===== src/include/sine_lut.svh =====
// Quarter-wave sine table
`ifndef SINE_LUT_SVH
`define SINE_LUT_SVH

// 127 * sin(2*pi*(idx + 0.5)/64), half-step offset keeps the quadrants symmetric
function automatic logic [6:0] sine_quarter(input logic [3:0] idx);
    case (idx)
        4'd0:  return 7'd6;
        4'd1:  return 7'd19;
        4'd2:  return 7'd31;
        4'd3:  return 7'd43;
        4'd4:  return 7'd54;
        4'd5:  return 7'd65;
        4'd6:  return 7'd76;
        4'd7:  return 7'd85;
        4'd8:  return 7'd94;
        4'd9:  return 7'd102;
        4'd10: return 7'd109;
        4'd11: return 7'd115;
        4'd12: return 7'd120;
        4'd13: return 7'd123;
        4'd14: return 7'd126;
        default: return 7'd127;  // Peak
    endcase
endfunction

`endif


===== src/hdl/spwm_pkg.sv =====
// SPWM modulation definitions
package spwm_pkg;

    ////////////////////////////////////////////////////////////////////////////
    // Channel bank
    ////////////////////////////////////////////////////////////////////////////
    localparam int N_CHANNELS = 4;                   // Half-bridges driven
    localparam int CH_W       = $clog2(N_CHANNELS);  // Channel index bits

    ////////////////////////////////////////////////////////////////////////////
    // Timebase
    ////////////////////////////////////////////////////////////////////////////
    localparam int CARRIER_W = 8;   // Triangle carrier, 256 clocks per period
    localparam int PHASE_W   = 6;   // 64 sine steps per fundamental period

    // Dead time in clock cycles
    localparam int DT_W = 4;
    localparam logic [DT_W-1:0] DT_INIT = 4'd2;      // Value after reset

endpackage


===== src/hdl/uart_link_pkg.sv =====
// UART command link definitions
package uart_link_pkg;

    ////////////////////////////////////////////////////////////////////////////
    // Serial timing
    ////////////////////////////////////////////////////////////////////////////
    localparam logic [7:0] CLKS_PER_BIT = 8'd16;  // Fixed baud divider

    ////////////////////////////////////////////////////////////////////////////
    // Command byte, upper nibble is the opcode, lower nibble the channel
    ////////////////////////////////////////////////////////////////////////////
    typedef enum logic [3:0] {
        CMD_ENABLE      = 4'd1,
        CMD_DISABLE     = 4'd2,
        CMD_TOGGLE      = 4'd3,
        CMD_WR_AMP      = 4'd4,   // Followed by one data byte
        CMD_WR_PHASE    = 4'd5,   // Followed by one data byte
        CMD_RD_AMP      = 4'd6,
        CMD_RD_PHASE    = 4'd7,
        CMD_WR_DEADTIME = 4'd8    // Followed by one data byte
    } cmd_op_t;

    localparam logic [7:0] REPLY_ACK  = 8'h3C;
    localparam logic [7:0] REPLY_NACK = 8'hC3;

    // Decoder FSM
    typedef enum logic [1:0] {DS_IDLE, DS_WAIT_DATA, DS_REPLY} dec_state_t;

endpackage


===== src/hdl/gate_driver.sv =====
// Dead-time gate driver
module gate_driver (
    input  logic                            clk,
    input  logic                            reset,
    input  logic [spwm_pkg::N_CHANNELS-1:0] pwm_raw,
    input  logic [spwm_pkg::DT_W-1:0]       dead_time,
    input  logic                            enable,
    output logic [spwm_pkg::N_CHANNELS-1:0] gate_hi,
    output logic [spwm_pkg::N_CHANNELS-1:0] gate_lo
);
    import spwm_pkg::*;

    logic [N_CHANNELS-1:0]           pwm_prev;  // Edge detection
    logic [N_CHANNELS-1:0][DT_W-1:0] dt_cnt;    // Remaining dead-time cycles

    always_ff @(posedge clk) begin
        if (reset) begin
            pwm_prev <= '0;
            dt_cnt   <= '0;
            gate_hi  <= '0;
            gate_lo  <= '0;
        end else begin
            pwm_prev <= pwm_raw;
            for (int i = 0; i < N_CHANNELS; i++) begin
                if (!enable) begin
                    // Bridge off, both switches open
                    gate_hi[i] <= 1'b0;
                    gate_lo[i] <= 1'b0;
                    dt_cnt[i]  <= '0;
                end else if (pwm_raw[i] != pwm_prev[i]) begin
                    // Edge, the conducting side drops now and the other waits
                    gate_hi[i] <= pwm_raw[i] && (dead_time == '0);
                    gate_lo[i] <= !pwm_raw[i] && (dead_time == '0);
                    dt_cnt[i]  <= (dead_time == '0) ? '0 : dead_time - 1'b1;
                end else if (dt_cnt[i] != '0) begin
                    dt_cnt[i] <= dt_cnt[i] - 1'b1;  // Both held low
                end else begin
                    gate_hi[i] <= pwm_raw[i];
                    gate_lo[i] <= ~pwm_raw[i];
                end
            end
        end
    end

endmodule


===== src/hdl/spwm_channel.sv =====
// Single SPWM channel
module spwm_channel (
    input  logic                           clk,
    input  logic                           reset,
    input  logic [spwm_pkg::CARRIER_W-1:0] carrier,
    input  logic [spwm_pkg::PHASE_W-1:0]   phase,
    input  logic [7:0]                     amplitude,
    input  logic [spwm_pkg::PHASE_W-1:0]   phase_offset,
    output logic                           pwm_raw
);
    import spwm_pkg::*;

`include "sine_lut.svh"

    logic [PHASE_W-1:0]   ph_sum;
    logic [1:0]           quadrant;
    logic [PHASE_W-3:0]   lut_idx;
    logic [6:0]           lut_mag;
    logic signed [7:0]    sine;     // -127..127
    logic signed [16:0]   scaled;   // sine * amplitude
    logic signed [16:0]   ref_val;  // 128 + scaled / 256

    assign ph_sum   = phase + phase_offset;  // Wraps over the period
    assign quadrant = ph_sum[PHASE_W-1:PHASE_W-2];

    // Odd quadrants run the table backwards
    assign lut_idx = quadrant[0] ? ~ph_sum[PHASE_W-3:0] : ph_sum[PHASE_W-3:0];
    assign lut_mag = sine_quarter(lut_idx);

    // Second half of the period is negative
    assign sine = quadrant[1] ? -$signed({1'b0, lut_mag}) : $signed({1'b0, lut_mag});

    assign scaled  = sine * $signed({1'b0, amplitude});
    assign ref_val = 17'sd128 + (scaled >>> 8);  // Stays within 1..254

    ////////////////////////////////////////////////////////////////////////////
    // Carrier compare
    ////////////////////////////////////////////////////////////////////////////
    always_ff @(posedge clk) begin
        if (reset) begin
            pwm_raw <= 1'b0;
        end else begin
            pwm_raw <= ref_val > $signed({{(17-CARRIER_W){1'b0}}, carrier});
        end
    end

endmodule


===== src/hdl/spwm_controller.sv =====
// SPWM command decoder and timebase
module spwm_controller (
    input  logic                                                    clk,
    input  logic                                                    reset,
    input  logic [7:0]                                              rx_data,
    input  logic                                                    rx_done,
    input  logic                                                    tx_busy,
    input  logic                                                    shoot,
    output logic [7:0]                                              tx_data,
    output logic                                                    start_tx,
    output logic [spwm_pkg::CARRIER_W-1:0]                          carrier,
    output logic [spwm_pkg::PHASE_W-1:0]                            phase,
    output logic [spwm_pkg::N_CHANNELS-1:0][7:0]                    amplitude,
    output logic [spwm_pkg::N_CHANNELS-1:0][spwm_pkg::PHASE_W-1:0]  phase_offset,
    output logic [spwm_pkg::DT_W-1:0]                               dead_time,
    output logic                                                    enable,
    output logic                                                    led_red,
    output logic                                                    led_green
);
    import uart_link_pkg::*;
    import spwm_pkg::*;

    dec_state_t           state;
    cmd_op_t              cmd_op;     // Latched command
    logic [3:0]           cmd_ch;
    logic [7:0]           cmd_data;
    logic [CH_W-1:0]      ch_idx;
    logic                 ch_valid;
    logic [7:0]           reply;
    logic                 rep_ack;
    logic                 rep_nack;
    logic                 nack_flag;  // Last reply was a NACK
    logic [CARRIER_W-1:0] tb_count;
    logic [2:0]           shoot_sync; // Two sync stages plus edge history
    logic                 shoot_rise;

    ////////////////////////////////////////////////////////////////////////////
    // Reply decode
    ////////////////////////////////////////////////////////////////////////////
    assign ch_idx   = cmd_ch[CH_W-1:0];
    assign ch_valid = (cmd_ch < N_CHANNELS);

    always_comb begin
        reply    = REPLY_NACK;
        rep_ack  = 1'b0;
        rep_nack = 1'b1;
        if (ch_valid) begin
            rep_nack = 1'b0;
            case (cmd_op)
                CMD_ENABLE, CMD_DISABLE, CMD_TOGGLE,
                CMD_WR_AMP, CMD_WR_PHASE, CMD_WR_DEADTIME: begin
                    reply   = REPLY_ACK;
                    rep_ack = 1'b1;
                end
                CMD_RD_AMP:   reply = amplitude[ch_idx];
                CMD_RD_PHASE: reply = 8'(phase_offset[ch_idx]);
                default:      rep_nack = 1'b1;  // Unknown opcode
            endcase
        end
    end

    ////////////////////////////////////////////////////////////////////////////
    // Command FSM and register file
    ////////////////////////////////////////////////////////////////////////////
    always_ff @(posedge clk) begin
        if (reset) begin
            state        <= DS_IDLE;
            start_tx     <= 1'b0;
            enable       <= 1'b0;
            nack_flag    <= 1'b0;
            dead_time    <= DT_INIT;
            amplitude    <= '0;
            phase_offset <= '0;
        end else begin
            start_tx <= 1'b0;
            case (state)
                DS_IDLE: begin
                    if (rx_done) begin
                        case (cmd_op_t'(rx_data[7:4]))
                            CMD_WR_AMP, CMD_WR_PHASE, CMD_WR_DEADTIME: state <= DS_WAIT_DATA;
                            default: state <= DS_REPLY;
                        endcase
                    end
                end
                DS_WAIT_DATA: if (rx_done) state <= DS_REPLY;
                default: begin  // DS_REPLY, further bytes are dropped
                    if (!tx_busy) begin
                        start_tx <= 1'b1;
                        state    <= DS_IDLE;
                        if (rep_ack) begin  // Apply together with start_tx
                            nack_flag <= 1'b0;
                            case (cmd_op)
                                CMD_ENABLE:      enable <= 1'b1;
                                CMD_DISABLE:     enable <= 1'b0;
                                CMD_TOGGLE:      enable <= ~enable;
                                CMD_WR_AMP:      amplitude[ch_idx] <= cmd_data;
                                CMD_WR_PHASE:    phase_offset[ch_idx] <= cmd_data[PHASE_W-1:0];
                                CMD_WR_DEADTIME: dead_time <= cmd_data[DT_W-1:0];
                                default: ;
                            endcase
                        end else if (rep_nack) begin
                            nack_flag <= 1'b1;
                        end
                    end
                end
            endcase
        end
    end

    // Command and reply payload
    always_ff @(posedge clk) begin
        if (state == DS_IDLE && rx_done) begin
            cmd_op <= cmd_op_t'(rx_data[7:4]);
            cmd_ch <= rx_data[3:0];
        end
        if (state == DS_WAIT_DATA && rx_done) cmd_data <= rx_data;
        if (state == DS_REPLY && !tx_busy)    tx_data  <= reply;
    end

    assign led_green = ~enable;     // Active low
    assign led_red   = ~nack_flag;

    ////////////////////////////////////////////////////////////////////////////
    // Carrier and phase timebase
    ////////////////////////////////////////////////////////////////////////////
    always_ff @(posedge clk) begin
        if (reset) shoot_sync <= '0;
        else       shoot_sync <= {shoot_sync[1:0], shoot};
    end

    assign shoot_rise = shoot_sync[1] & ~shoot_sync[2];

    always_ff @(posedge clk) begin
        if (reset) begin
            tb_count <= '0;
            phase    <= '0;
        end else if (shoot_rise) begin  // Resync with the other boards
            tb_count <= '0;
            phase    <= '0;
        end else begin
            tb_count <= tb_count + 1'b1;
            if (tb_count == '1) phase <= phase + 1'b1;  // End of carrier period
        end
    end

    // Upper half of the count folds back, 0..254 then 254..0
    assign carrier = tb_count[CARRIER_W-1] ? {~tb_count[CARRIER_W-2:0], 1'b0}
                                           : {tb_count[CARRIER_W-2:0], 1'b0};

endmodule


===== src/hdl/spwm_ctrl_top.sv =====
// SPWM controller top level
module spwm_ctrl_top (
    input  logic                            clk,
    input  logic                            reset,
    input  logic                            rx,
    input  logic                            shoot,
    output logic                            tx,
    output logic [spwm_pkg::N_CHANNELS-1:0] gate_hi,
    output logic [spwm_pkg::N_CHANNELS-1:0] gate_lo,
    output logic                            led_red,
    output logic                            led_green
);
    import spwm_pkg::*;

    logic [7:0]                         rx_data;
    logic                               rx_done;
    logic [7:0]                         tx_data;
    logic                               start_tx;
    logic                               tx_busy;
    logic [CARRIER_W-1:0]               carrier;
    logic [PHASE_W-1:0]                 phase;
    logic [N_CHANNELS-1:0][7:0]         amplitude;
    logic [N_CHANNELS-1:0][PHASE_W-1:0] phase_offset;
    logic [DT_W-1:0]                    dead_time;
    logic                               enable;
    logic [N_CHANNELS-1:0]              pwm_raw;

    uart_rx u_uart_rx (.clk, .reset, .rx, .rx_data, .rx_done);

    uart_tx u_uart_tx (.clk, .reset, .tx_data, .start_tx, .tx, .tx_busy);

    spwm_controller u_controller (
        .clk, .reset, .rx_data, .rx_done, .tx_busy, .shoot,
        .tx_data, .start_tx, .carrier, .phase, .amplitude, .phase_offset,
        .dead_time, .enable, .led_red, .led_green
    );

    // One modulator per half-bridge, shared timebase
    for (genvar g = 0; g < N_CHANNELS; g++) begin : g_channel
        spwm_channel u_channel (
            .clk, .reset, .carrier, .phase,
            .amplitude    (amplitude[g]),
            .phase_offset (phase_offset[g]),
            .pwm_raw      (pwm_raw[g])
        );
    end

    gate_driver u_gate_driver (.clk, .reset, .pwm_raw, .dead_time, .enable, .gate_hi, .gate_lo);

endmodule


===== src/hdl/uart_rx.sv =====
// UART receiver 8N1
module uart_rx (
    input  logic       clk,
    input  logic       reset,
    input  logic       rx,
    output logic [7:0] rx_data,
    output logic       rx_done
);
    import uart_link_pkg::*;

    typedef enum logic [1:0] {RX_IDLE, RX_START, RX_DATA, RX_STOP} rx_state_t;

    rx_state_t  state;
    logic [1:0] rx_sync;   // Two-flop synchroniser
    logic [7:0] clk_cnt;   // Clocks within the current bit
    logic [2:0] bit_idx;
    logic [7:0] shift;     // Data bits, LSB first

    always_ff @(posedge clk) begin
        if (reset) begin
            rx_sync <= 2'b11;  // Line idles high
        end else begin
            rx_sync <= {rx_sync[0], rx};
        end
    end

    always_ff @(posedge clk) begin
        if (reset) begin
            state   <= RX_IDLE;
            clk_cnt <= '0;
            bit_idx <= '0;
            rx_done <= 1'b0;
        end else begin
            rx_done <= 1'b0;
            clk_cnt <= clk_cnt + 1'b1;
            case (state)
                RX_IDLE: begin
                    clk_cnt <= '0;
                    bit_idx <= '0;
                    if (!rx_sync[1]) state <= RX_START;  // Falling edge of start bit
                end
                RX_START: begin
                    // Recheck in the middle of the start bit to reject glitches
                    if (clk_cnt == (CLKS_PER_BIT >> 1) - 1'b1) begin
                        clk_cnt <= '0;
                        state   <= rx_sync[1] ? RX_IDLE : RX_DATA;
                    end
                end
                RX_DATA: begin
                    if (clk_cnt == CLKS_PER_BIT - 1'b1) begin  // Mid-bit
                        clk_cnt <= '0;
                        bit_idx <= bit_idx + 1'b1;
                        if (bit_idx == 3'd7) state <= RX_STOP;
                    end
                end
                default: begin  // RX_STOP
                    if (clk_cnt == CLKS_PER_BIT - 1'b1) begin
                        rx_done <= rx_sync[1];  // Frame with low stop bit is dropped
                        state   <= RX_IDLE;
                    end
                end
            endcase
        end
    end

    // Payload path
    always_ff @(posedge clk) begin
        if (state == RX_DATA && clk_cnt == CLKS_PER_BIT - 1'b1)
            shift <= {rx_sync[1], shift[7:1]};
        if (state == RX_STOP && clk_cnt == CLKS_PER_BIT - 1'b1 && rx_sync[1])
            rx_data <= shift;
    end

endmodule


===== src/hdl/uart_tx.sv =====
// UART transmitter 8N1
module uart_tx (
    input  logic       clk,
    input  logic       reset,
    input  logic [7:0] tx_data,
    input  logic       start_tx,
    output logic       tx,
    output logic       tx_busy
);
    import uart_link_pkg::*;

    logic [8:0] frame;    // Data bits then stop bit, shifted out LSB first
    logic [7:0] clk_cnt;
    logic [3:0] bit_cnt;  // Bits already on the line

    always_ff @(posedge clk) begin
        if (reset) begin
            tx      <= 1'b1;  // Idle high
            tx_busy <= 1'b0;
            clk_cnt <= '0;
            bit_cnt <= '0;
        end else if (!tx_busy) begin
            if (start_tx) begin
                tx      <= 1'b0;  // Start bit
                tx_busy <= 1'b1;
                clk_cnt <= '0;
                bit_cnt <= '0;
            end
        end else if (clk_cnt == CLKS_PER_BIT - 1'b1) begin
            clk_cnt <= '0;
            if (bit_cnt == 4'd9) begin
                tx_busy <= 1'b0;  // Stop bit has ended
                tx      <= 1'b1;
            end else begin
                tx      <= frame[0];
                bit_cnt <= bit_cnt + 1'b1;
            end
        end else begin
            clk_cnt <= clk_cnt + 1'b1;
        end
    end

    // Shift register
    always_ff @(posedge clk) begin
        if (!tx_busy && start_tx)
            frame <= {1'b1, tx_data};
        else if (tx_busy && clk_cnt == CLKS_PER_BIT - 1'b1)
            frame <= {1'b1, frame[8:1]};
    end

endmodule


===== config.mk =====
export PLATFORM = sky130hd
export DESIGN_NAME = spwm_ctrl_top
export DESIGN_NICKNAME = d
export VERILOG_FILES = /design/src/hdl/spwm_pkg.sv /design/src/hdl/uart_link_pkg.sv /design/src/hdl/gate_driver.sv /design/src/hdl/spwm_channel.sv /design/src/hdl/spwm_controller.sv /design/src/hdl/spwm_ctrl_top.sv /design/src/hdl/uart_rx.sv /design/src/hdl/uart_tx.sv
export VERILOG_INCLUDE_DIRS = /design/src /design/src/include
export SDC_FILE = /design/constraint.sdc
export NUM_CORES = 1
export LEC_CHECK = 0
export BUFFER_PORTS_ARGS = -buffer_cell sky130_fd_sc_hd__buf_2
export CAP_MARGIN = 5
export CELL_PAD_IN_SITES_DETAIL_PLACEMENT = 0
export CELL_PAD_IN_SITES_GLOBAL_PLACEMENT = 2
export CORE_MARGIN = 1
export CORE_UTILIZATION = 40
export CTS_CLUSTER_SIZE = 24
export DETAILED_ROUTE_END_ITERATION = 12
export GPL_TIMING_DRIVEN = 0
export MAX_ROUTING_LAYER = met4
export PLACE_DENSITY_LB_ADDON = 0.1
export REMOVE_ABC_BUFFERS = 1
export SLEW_MARGIN = 30
export SYNTH_ARGS = -nofsm -noshare
export SYNTH_HDL_FRONTEND = slang
export SYNTH_HIERARCHICAL = 1
export SYNTH_SLANG_ARGS = --single-unit

===== constraint.sdc =====
create_clock -name clk -period 12.4 [get_ports clk]
set_input_delay 3.72 -clock clk [delete_from_list [all_inputs] [get_ports clk]]
set_output_delay 3.72 -clock clk [all_outputs]
set_load 0.01 [all_outputs]

==> out/qor.yml, run 1 <==
outcome:
  status: "finished, final reports clean"
sta:
  worst_pin_slew_ns: 0.961
  drv_slew: 0
  finalSetupTns_ns: 0
  final-setup-viol-count: 0
  timing.fmax_mhz: 92.1
  fin_worst_skew_ns: 0.0125
  slew_headroom: 0.357
  hold_viol: 0
  hold_ws_ns: 0.432
  rsz0062_at_grt: "no"
  fin_crit_ns: 10.86
  fin_crit_sh: 0.876
routing:
  vias: 16100
  first_iter_violations: 802
  dr.pass1.iters: 5
  drt_wl_total_um: 52600
  antenna_left: 0
  drt-vias-per-instance: 5.33
  drc: 0
  wl_per_cell_um: 17.4
synth:
  syn_inst: 2346
  ys_ff_latch: 192
  async_flop_share: 0
  synth.most_common_cell: "inv_1"
  netlist_top_cells_area: "ha_1, dfxtp_1, fa_1"
  synth_edf_count: 48
  synth_top_cell_by_area: "ha_1"
  ys_warn_count: 6
  synth_flop_cell: "dfxtp_1"
  ys_seq_area_frac: 0.199
  avgSynthCellArea_um2: 9.24
  yosysUniqueCellTypes: 130
  synth_top_area_frac: 0.153
  synth.cell_area_mm2: 0.0217
  ys_top_cells_by_count: "inv_1, ha_1, nor2_1"
layout:
  layoutNonFillerInstCount: 3016
  drive_gt1_frac: 0.0756
  regArea_mm2: 0.00432
  fill_cells: 5180
  syn2layout_area_growth_pct: 6.14
  final_net_count: 2728
  multi_input_area_mm2: 0.0160
  finish.instance_area_mm2: 0.0230
  fin_util: 0.434
placement:
  dpl.hpwl_um: 41100
  place_inst: 2983
  place_area_mm2: 0.0223
  port_buffers: 14
  gp_congestion: 0.834
cts:
  cts_buffers: 17
  post_cts_buffers: 0
  h-tree-depth: 4
  root_buffer: "clkbuf_16"
  clockBufferDepth: 2
  post_cts_resized: 0
  clock_latency_ns: 0.48
  cts_tree: "yes"
  path_clk_slew_ns: 0.08
  cts.sinks: 192
  cts_hold_buf: 0
global_route:
  grt_start_max_net_pins: 86
  grt_usage: 0.198
  antenna_found_initial: 0
  grt_pass1_wl_um: 84100
  grt_pass1_vias: 15500
  grt_overflow: 0
power_and_ir_drop:
  power.leakage_nw: 11.0
  ir_drop_v: 0.000108
  p_per_area_mw_per_mm2: 58.4
worst_setup_path:
  worst-path-max-fanout: 10
  slowest_stage: "a311oi_1"
  max_stage_delay_ns: 0.73
  cp-end-kind: "flop"
  criticalPathCategory: "flop to flop"
  crit_path_frequent_cell: "inv_1"
  startpoint_type: "flop"
  cp.required_ns: 12.69
  worst-endpoint-arrival_ns: 11.15
job:
  drv_cap: 0
die:
  coreArea_mm2: 0.0531
  initial_core_util: 0.409
  die_w_um: 235
  num_rows: 84
  io_pins: 15
  die_y_um: 235
  dieArea_mm2: 0.0552
worst_hold_path:
  holdCritPathClass: "flop to flop"
## layout by cell type, fill, tap and decap left out, types with 18 or more instances in the layout
| cell | instances |
|---|---|
| o21ai_0 | 36 |
| nor2b_1 | 65 |
| xor2_1 | 42 |
| dfxtp_1 | 144 |
| a21o_1 | 23 |
| ha_1 | 266 |
| fa_1 | 144 |
| a21oi_1 | 79 |
| edfxtp_1 | 48 |
| nand3_1 | 31 |
| inv_1 | 282 |
| nand2_1 | 127 |
| nor3_1 | 32 |
| o211ai_1 | 25 |
| and3_1 | 32 |
| nor2_1 | 157 |
| nand2b_1 | 98 |
| a31oi_1 | 18 |
| and2_1 | 96 |
| mux2i_1 | 106 |
| xnor2_1 | 55 |
| o22ai_1 | 22 |
## worst max-delay path, delay by kind of cell, from the launching register on
family,cells,cell delay (ns)
xor gates and xnor gates,4,0.70
and+or+nand+nor,9,1.88
DFF,1,0.51
AOI/OAI and AO/OA,11,3.29
adders and majority gates,10,3.87
buffers and inverters,6,0.40
## final timing paths
| path | slack (ns) | startpoint | cells past startpoint | endpoint |
|---|---|---|---|---|
| worst min-delay path | 0.43 | u_uart_rx/shift[0] | 0 | u_uart_rx/rx_data[0] |
| worst max-delay path | 1.54 | u_controller/phase[0] | 40 | g_channel[2].u_channel/pwm_raw |
| worst max register to register | 1.54 | u_controller/phase[0] | 40 | g_channel[2].u_channel/pwm_raw |
| worst min register to register | 0.43 | u_uart_rx/shift[0] | 0 | u_uart_rx/rx_data[0] |
## power by group
part	switching (mW)	internal [mW]	leakage (nW)
logic	0.0363	0.0227	9.05
registers	0.00644	0.642	1.59
clock network	0.305	0.332	0.323
total	0.347	0.997	11.0
## per-stage QoR
step / setup WS [ns] / power [mW]
after floorplan: 3.67 / 0.700
after global routing: 0.862 / 1.40
after detailed placement: 1.64 / 0.722
after CTS: 1.59 / 1.37
final: 1.54 / 1.34
after global placement: 1.73 / 0.720
## sequential cells by signal, summed over array words and instances, names as in the netlist, 6 cells and up
name / cells
u_controller/amplitude: 32
u_controller/cmd_data: 8
u_controller/phase: 6
u_controller/phase_offset: 24
u_controller/tb_count: 8
u_controller/tx_data: 8
u_gate_driver/dt_cnt: 16
u_uart_rx/clk_cnt: 8
u_uart_rx/rx_data: 8
u_uart_rx/shift: 8
u_uart_tx/clk_cnt: 8
u_uart_tx/frame: 8
## kinds of logic after synthesis
| family | count (synthesis) | synth area share |
|---|---|---|
| simple gates | 774 | 0.199 |
| other cells | 1 | 0.000173 |
| compound gates | 374 | 0.132 |
| mux | 122 | 0.0591 |
| fa+ha+maj | 412 | 0.287 |
| flops | 192 | 0.199 |
| buf+inv | 353 | 0.0667 |
| xor+xnor | 118 | 0.0558 |
## routing by layer
metal / vias to the layer above / wire length [µm] / track usage
met3: 41 / 1190 / 0.0285
met2: 161 / 24500 / 0.314
met1: 7869 / 26100 / 0.265
met5: - / 0 / -
li1: 8009 / - / -
met4: 0 / 788 / 0.0461
## cell type report
type	count	share of cell area
multi-input combinational	1801	0.693
sequential	192	0.188
inverter	284	0.0463
tap	688	0.0374
clock buffer	17	0.0185
clock inverter	15	0.0104
timing repair buffer	18	0.00614
antenna	1	0.000109
Power figures use the tool's default switching activity.
==> run 2, diff against run 1 <==
--- a/config.mk
+++ b/config.mk
@@ -6,16 +6,16 @@
 export SDC_FILE = /design/constraint.sdc
 export NUM_CORES = 1
 export LEC_CHECK = 0
+export ABC_CLOCK_PERIOD_IN_PS = 12400
 export BUFFER_PORTS_ARGS = -buffer_cell sky130_fd_sc_hd__buf_2
 export CAP_MARGIN = 5
 export CELL_PAD_IN_SITES_DETAIL_PLACEMENT = 0
 export CELL_PAD_IN_SITES_GLOBAL_PLACEMENT = 2
 export CORE_MARGIN = 1
-export CORE_UTILIZATION = 40
+export CORE_UTILIZATION = 43
 export CTS_CLUSTER_SIZE = 24
 export DETAILED_ROUTE_END_ITERATION = 12
 export GPL_TIMING_DRIVEN = 0
-export MAX_ROUTING_LAYER = met4
 export PLACE_DENSITY_LB_ADDON = 0.1
 export REMOVE_ABC_BUFFERS = 1
 export SLEW_MARGIN = 30
==> run 2 against run 1 <==
Clock skew rose by 0.0047 ns. Sequential power barely moved. Flip-flop and latch count did not move. First-iteration DRC count rose by 1.0%. Core utilization rose by 3.1 points. Largest power group unchanged. Largest cell class unchanged. Sequential share of layout area rose by 0.080 points. Die area fell by 6.9%.
==> out/qor.yml, run 2 (same netlist as run 1, synthesis figures left out) <==
layout:
  layout_commonest_cell: "inv_1"
  regArea_mm2: 0.00432  # unchanged
  layout_common_cells: "inv_1, ha_1, nor2_1"
  drive_gt1_frac: 0.0752  # -0.000430
  largest_reg_flops: 32  # unchanged
  syn2layout_area_growth_pct: 5.69
  final_net_count: 2728  # unchanged
  reg.largest.list: "u_controller/amplitude: 32 flops, u_controller/phase_offset: 24 flops, u_gate_driver/dt_cnt: 16 flops"
  fin_util: 0.464  # +0.0307
  fill_cells: 4815  # -7.0%
  multi_input_area_mm2: 0.0160  # about the same
  top_register: "u_controller/amplitude"
routing:
  dr.pass1.iters: 5  # unchanged
  vias: 16100  # +0.012%
  drc: 0  # unchanged
  antenna_left: 0  # unchanged
  first_iter_violations: 810  # +1.0%
  wl_per_cell_um: 17.2  # -1.5%
  drt_wl_total_um: 51400  # -2.3%
  drt-vias-per-instance: 5.38  # +0.81%
worst_setup_path:
  regToRegStartpoint: "u_controller/phase[0]"
  crit_path_frequent_cell: "inv_1"
  reg2reg_depth: 40  # unchanged
  startpoint: "u_controller/phase[0]"
  cp.required_ns: 12.69  # about the same
  r2r_slack_ns: 1.59  # +0.05 ns
  worst-path-max-fanout: 10  # unchanged
  criticalPathCategory: "flop to flop"
  crit_path_end: "g_channel[2].u_channel/pwm_raw"
  slowest_stage: "a311oi_1"
  max_stage_delay_ns: 0.69  # -0.04 ns
  cp-end-kind: "flop"
  reg2reg_to: "g_channel[2].u_channel/pwm_raw"
  worst-endpoint-arrival_ns: 11.10  # -0.05 ns
  startpoint_type: "flop"
cts:
  post_cts_resized: 0  # unchanged
  root_buffer: "clkbuf_16"
  h-tree-depth: 4  # unchanged
  post_cts_buffers: 0  # unchanged
  clockBufferDepth: 2  # unchanged
  cts_buffers: 17  # unchanged
  path_clk_slew_ns: 0.08  # about the same
  clock_latency_ns: 0.49  # about the same
  cts_hold_buf: 0  # unchanged
  cts_tree: "yes"
  cts.sinks: 192  # unchanged
sta:
  worst_pin_slew_ns: 0.888  # -0.0724 ns
  fin_worst_skew_ns: 0.0172  # +0.00465 ns
  fin_crit_ns: 10.81  # -0.0486 ns
  finalSetupTns_ns: 0  # unchanged
  slew_headroom: 0.403  # +0.0459
  hold_viol: 0  # unchanged
  fin_crit_sh: 0.872  # -0.00392
  rsz0062_at_grt: "no"
  timing.fmax_mhz: 92.5  # +0.45%
  drv_slew: 0  # unchanged
  final-setup-viol-count: 0  # unchanged
die:
  io_pins: 15  # unchanged
  num_rows: 81  # -3.6%
  initial_core_util: 0.439  # +0.0308
  die_w_um: 227  # -3.5%
  die_y_um: 227  # -3.5%
  dieArea_mm2: 0.0513  # -6.9%
  coreArea_mm2: 0.0494  # -7.0%
global_route:
  grt_pass1_wl_um: 84200  # about the same
  grt_overflow: 0  # unchanged
  grt_usage: 0.209  # +0.0110
  grt_pass1_vias: 15800  # +1.9%
  antenna_found_initial: 1  # +1
  grt_start_max_net_pins: 58  # -33%
outcome:
  status: "finished, final reports clean"
job:
  drv_cap: 0  # unchanged
power_and_ir_drop:
  power.leakage_nw: 10.9  # -0.22%
  ir_drop_v: 0.000115  # +6.1%
  p_per_area_mw_per_mm2: 55.5  # -4.9%
placement:
  dpl.hpwl_um: 40500  # -1.6%
  gp_congestion: 0.815  # -2.3%
  port_buffers: 14  # unchanged
worst_hold_path:
  holdCritPathClass: "flop to flop"
## run 2: cell count changes in the layout (fill, tap and decap cells not counted)
cell,previous run,this run
bufinv_16,3,0
inv_4,0,2
inv_6,1,3
buf_12,0,1
buf_16,1,0
buf_6,3,2
buf_8,1,2
bufinv_8,0,1
clkinv_2,1,0
clkinv_8,5,4
inv_12,0,1
inv_8,4,3
nor3_1,32,33
nor3_2,2,1
## run 2: metal layers
metal  wire [µm]  track usage
met1       25100        0.283
met2       24400        0.351
met3        1180       0.0307
met4         622       0.0414
met5           0            0
## run 2: worst min path at each step
| stage | cells past startpoint | slack (ns) | to | from |
|---|---|---|---|---|
| finish | 0 | 0.45 | u_uart_rx/rx_data[0] | u_uart_rx/shift[0] |
| global route | 1 | 0.47 | u_controller/shoot_sync[1] | u_controller/shoot_sync[0] |
| CTS | 0 | 0.46 | u_uart_rx/rx_data[3] | u_uart_rx/shift[3] |
| detailed placement | 0 | 0.42 | u_uart_rx/rx_data[0] | u_uart_rx/shift[0] |
| global placement | 0 | 0.41 | u_uart_rx/rx_data[0] | u_uart_rx/shift[0] |
| floorplan | 1 | 0.39 | u_uart_rx/rx_sync[1] | u_uart_rx/rx_sync[0] |
## run 2: per-stage QoR
step                hold WS, ns  total power [mW]  instances  worst slack (ns)  instance area [µm²]
floorplan                 0.389             0.700       2277              3.67                21300
global placement          0.406             0.719       2955              1.78                22200
detailed placement        0.417             0.721       2958              1.68                22300
CTS                       0.461              1.30       2990              1.63                22900
global route              0.466              1.32       2991             0.901                22900
finish                    0.454              1.27       2992              1.59                22900
## run 2: cell type report
cell class | count | area share
Antenna cell | 1 | 0.000109
Clock inverter | 15 | 0.00786
Inverter | 284 | 0.0465
Tap cell | 664 | 0.0362
Timing Repair Buffer | 18 | 0.00600
Sequential cell | 192 | 0.189
Multi-Input combinational cell | 1801 | 0.696
Clock buffer | 17 | 0.0186
## run 2: worst max-delay path: cells and delay by family, from the launching register on
kind | cells | cell delay (ns)
buf+inv | 6 | 0.40
simple gates | 9 | 1.87
flops | 1 | 0.50
fa+ha+maj | 10 | 3.90
xor+xnor | 4 | 0.76
compound gates | 11 | 3.18
## run 2: report_power, final
part,switching (mW),leakage [nW],internal [mW]
Combinational,0.0354,9.05,0.0224
Sequential,0.00635,1.59,0.642
Clock,0.285,0.302,0.281
==> run 3, diff against run 2 <==
--- a/config.mk
+++ b/config.mk
@@ -15,7 +15,6 @@
 export CORE_UTILIZATION = 43
 export CTS_CLUSTER_SIZE = 24
 export DETAILED_ROUTE_END_ITERATION = 12
-export GPL_TIMING_DRIVEN = 0
 export PLACE_DENSITY_LB_ADDON = 0.1
 export REMOVE_ABC_BUFFERS = 1
 export SLEW_MARGIN = 30
==> run 3 against run 2 <==
Largest power group unchanged. Largest cell class unchanged. First-iteration DRC count grew 15%. Clock power up 2%. Critical endpoint unchanged. Non-clock buffer count up 4. Combinational power increased by 3%. Hold slack got worse by 0.030 ns.
==> out/qor.yml, run 3 (same netlist as run 1, synthesis figures left out) <==
routing:
  drc: 0  # unchanged
  first_iter_violations: 932  # +15%
  wl_met3_um: 1670  # +42%
  dr.pass1.iters: 5  # unchanged
  top_layer: "met4"
  wl_met1_um: 25400  # +1.2%
  antenna_left: 0  # unchanged
  drt_wl_total_um: 52600  # +2.4%
  dr_wl_met2_um: 24600  # +0.97%
  drt-vias-per-instance: 5.42  # +0.91%
  vias: 16200  # +1.0%
  wl_per_cell_um: 17.6  # +2.2%
worst_setup_path:
  cp_top_family: "adder cells"
  worst-endpoint-arrival_ns: 10.72  # -0.38 ns
  path_buf_inv: 6  # unchanged
  startpoint_type: "flop"
  max_stage_delay_ns: 0.54  # -0.15 ns
  cp.required_ns: 12.79  # +0.10 ns
  crit_path_frequent_cell: "inv_1"
  cp-end-kind: "flop"
  worst-path-max-fanout: 10  # unchanged
  criticalPathCategory: "flop to flop"
  slowest_stage: "fa_1"
global_route:
  grt_pass1_vias: 16100  # +1.7%
  grt_pass1_wl_um: 85600  # +1.6%
  grt_usage: 0.213  # +0.00439
  grt_start_max_net_pins: 44  # -24%
  antenna_found_initial: 1  # unchanged
  grt_overflow: 0  # unchanged
layout:
  reg.largest.list: "u_controller/amplitude: 32 flops, u_controller/phase_offset: 24 flops, u_gate_driver/dt_cnt: 16 flops"
  finish.instance_area_mm2: 0.0229  # about the same
  largest_reg_flops: 32  # unchanged
  top_register: "u_controller/amplitude"
  fin_util: 0.464  # about the same
  antennaDiodeCount: 0  # -1
  fill_cells: 4832  # +0.35%
  layout_commonest_cell: "inv_1"
  syn2layout_area_growth_pct: 5.60  # about the same
  drive_gt1_frac: 0.0755  # +0.000300
  layout_common_cells: "inv_1, ha_1, nor2_1"
  final_net_count: 2732  # +0.15%
die:
  dieArea_mm2: 0.0513  # unchanged
  initial_core_util: 0.439  # unchanged
  io_pins: 15  # unchanged
  die_w_um: 227  # unchanged
  coreArea_mm2: 0.0494  # unchanged
  num_rows: 81  # unchanged
  die_y_um: 227  # unchanged
placement:
  place_area_mm2: 0.0223  # about the same
  gp_congestion: 0.854  # +4.8%
  dpl.hpwl_um: 41800  # +3.3%
  place_ws_ns: 2.17  # +0.492 ns
  port_buffers: 14  # unchanged
worst_hold_path:
  holdCritPathClass: "flop to flop"
cts:
  clock_latency_ns: 0.49  # about the same
  clockBufferDepth: 2  # unchanged
  cts.sinks: 192  # unchanged
  root_buffer: "clkbuf_16"
  post_cts_resized: 0  # unchanged
  path_clk_slew_ns: 0.08  # about the same
  h-tree-depth: 4  # unchanged
  cts_tree: "yes"
  post_cts_buffers: 0  # unchanged
  cts_buffers: 17  # unchanged
  cts_hold_buf: 0  # unchanged
power_and_ir_drop:
  power_frac_comb: 0.046  # about the same
  internal_power_uw: 942  # -0.43%
  ir_drop_v: 0.000112  # -2.6%
  switching_share: 0.269  # +0.0127
  seqPwrFrac: 0.504  # -0.006
  p_switching_uw: 347  # +6.3%
  p_per_area_mw_per_mm2: 56.3  # +1.4%
  p_clk_frac: 0.450  # +0.005
  power.leakage_nw: 10.9  # -0.12%
sta:
  worst_pin_slew_ns: 0.999  # +0.110 ns
  final-setup-viol-count: 0  # unchanged
  finalSetupTns_ns: 0  # unchanged
  rsz0062_at_grt: "no"
  timing.fmax_mhz: 96.8  # +4.7%
  fin_crit_ns: 10.33  # -0.483 ns
  drv_slew: 0  # unchanged
  fin_worst_skew_ns: 0.0202  # +0.00305 ns
  hold_viol: 0  # unchanged
  fin_crit_sh: 0.833  # -0.0390
  slew_headroom: 0.329  # -0.0742
  finalWorstSetupSlack_ns: 2.07  # +0.483 ns
job:
  drv_cap: 0  # unchanged
outcome:
  status: "finished, final reports clean"
[run 3: cell count changes in the layout (fill, tap and decap cells not counted), sizes merged]
cell      change
diode         -1
inv           +1
clkinvlp      +1
buf           +4
bufinv        -1
clkinv        -1
[run 3: routing by layer]
metal,track usage,vias to the layer above
li1,-,8018
met1,0.291,7950
met2,0.352,232
met3,0.0325,45
met4,0.0488,0
met5,0,-
[run 3: stage by stage]
stage | total power [mW] | std cells | hold slack [ns]
2_1_floorplan | 0.700 | 2277 | 0.389
3_3_place_gp | 0.721 | 2963 | 0.405
3_5_place_dp | 0.723 | 2963 | 0.408
4_1_cts | 1.30 | 2995 | 0.429
5_1_grt | 1.34 | 2995 | 0.433
6_report | 1.29 | 2995 | 0.424
[run 3: path summary, 6_finish.rpt]
path / end / cells after the start / slack (ns) / from
hold / removal: u_uart_rx/rx_data[0] / 0 / 0.42 / u_uart_rx/shift[0]
hold reg to reg: u_uart_rx/rx_data[0] / 0 / 0.42 / u_uart_rx/shift[0]
setup / recovery: g_channel[2].u_channel/pwm_raw / 40 / 2.07 / u_controller/phase[0]
setup reg to reg: g_channel[2].u_channel/pwm_raw / 40 / 2.07 / u_controller/phase[0]
[run 3: power by group through the flow]
stage               combinational (mW)  sequential [mW]  clock [mW]
floorplan                       0.0387            0.662           0
global placement                0.0581            0.663           0
detailed placement              0.0590            0.664           0
CTS                             0.0590            0.649       0.597
global route                    0.0659            0.650       0.620
finish                          0.0593            0.649       0.580
[run 3: final cells by class]
| type | instances | area [µm²] | area share |
|---|---|---|---|
| clock inverter | 15 | 190 | 0.00830 |
| inverter | 284 | 1070 | 0.0465 |
| sequential | 192 | 4320 | 0.189 |
| multi-input combinational | 1801 | 15900 | 0.696 |
| clock buffer | 17 | 425 | 0.0186 |
| timing repair buffer | 22 | 133 | 0.00579 |
| tap | 664 | 831 | 0.0363 |
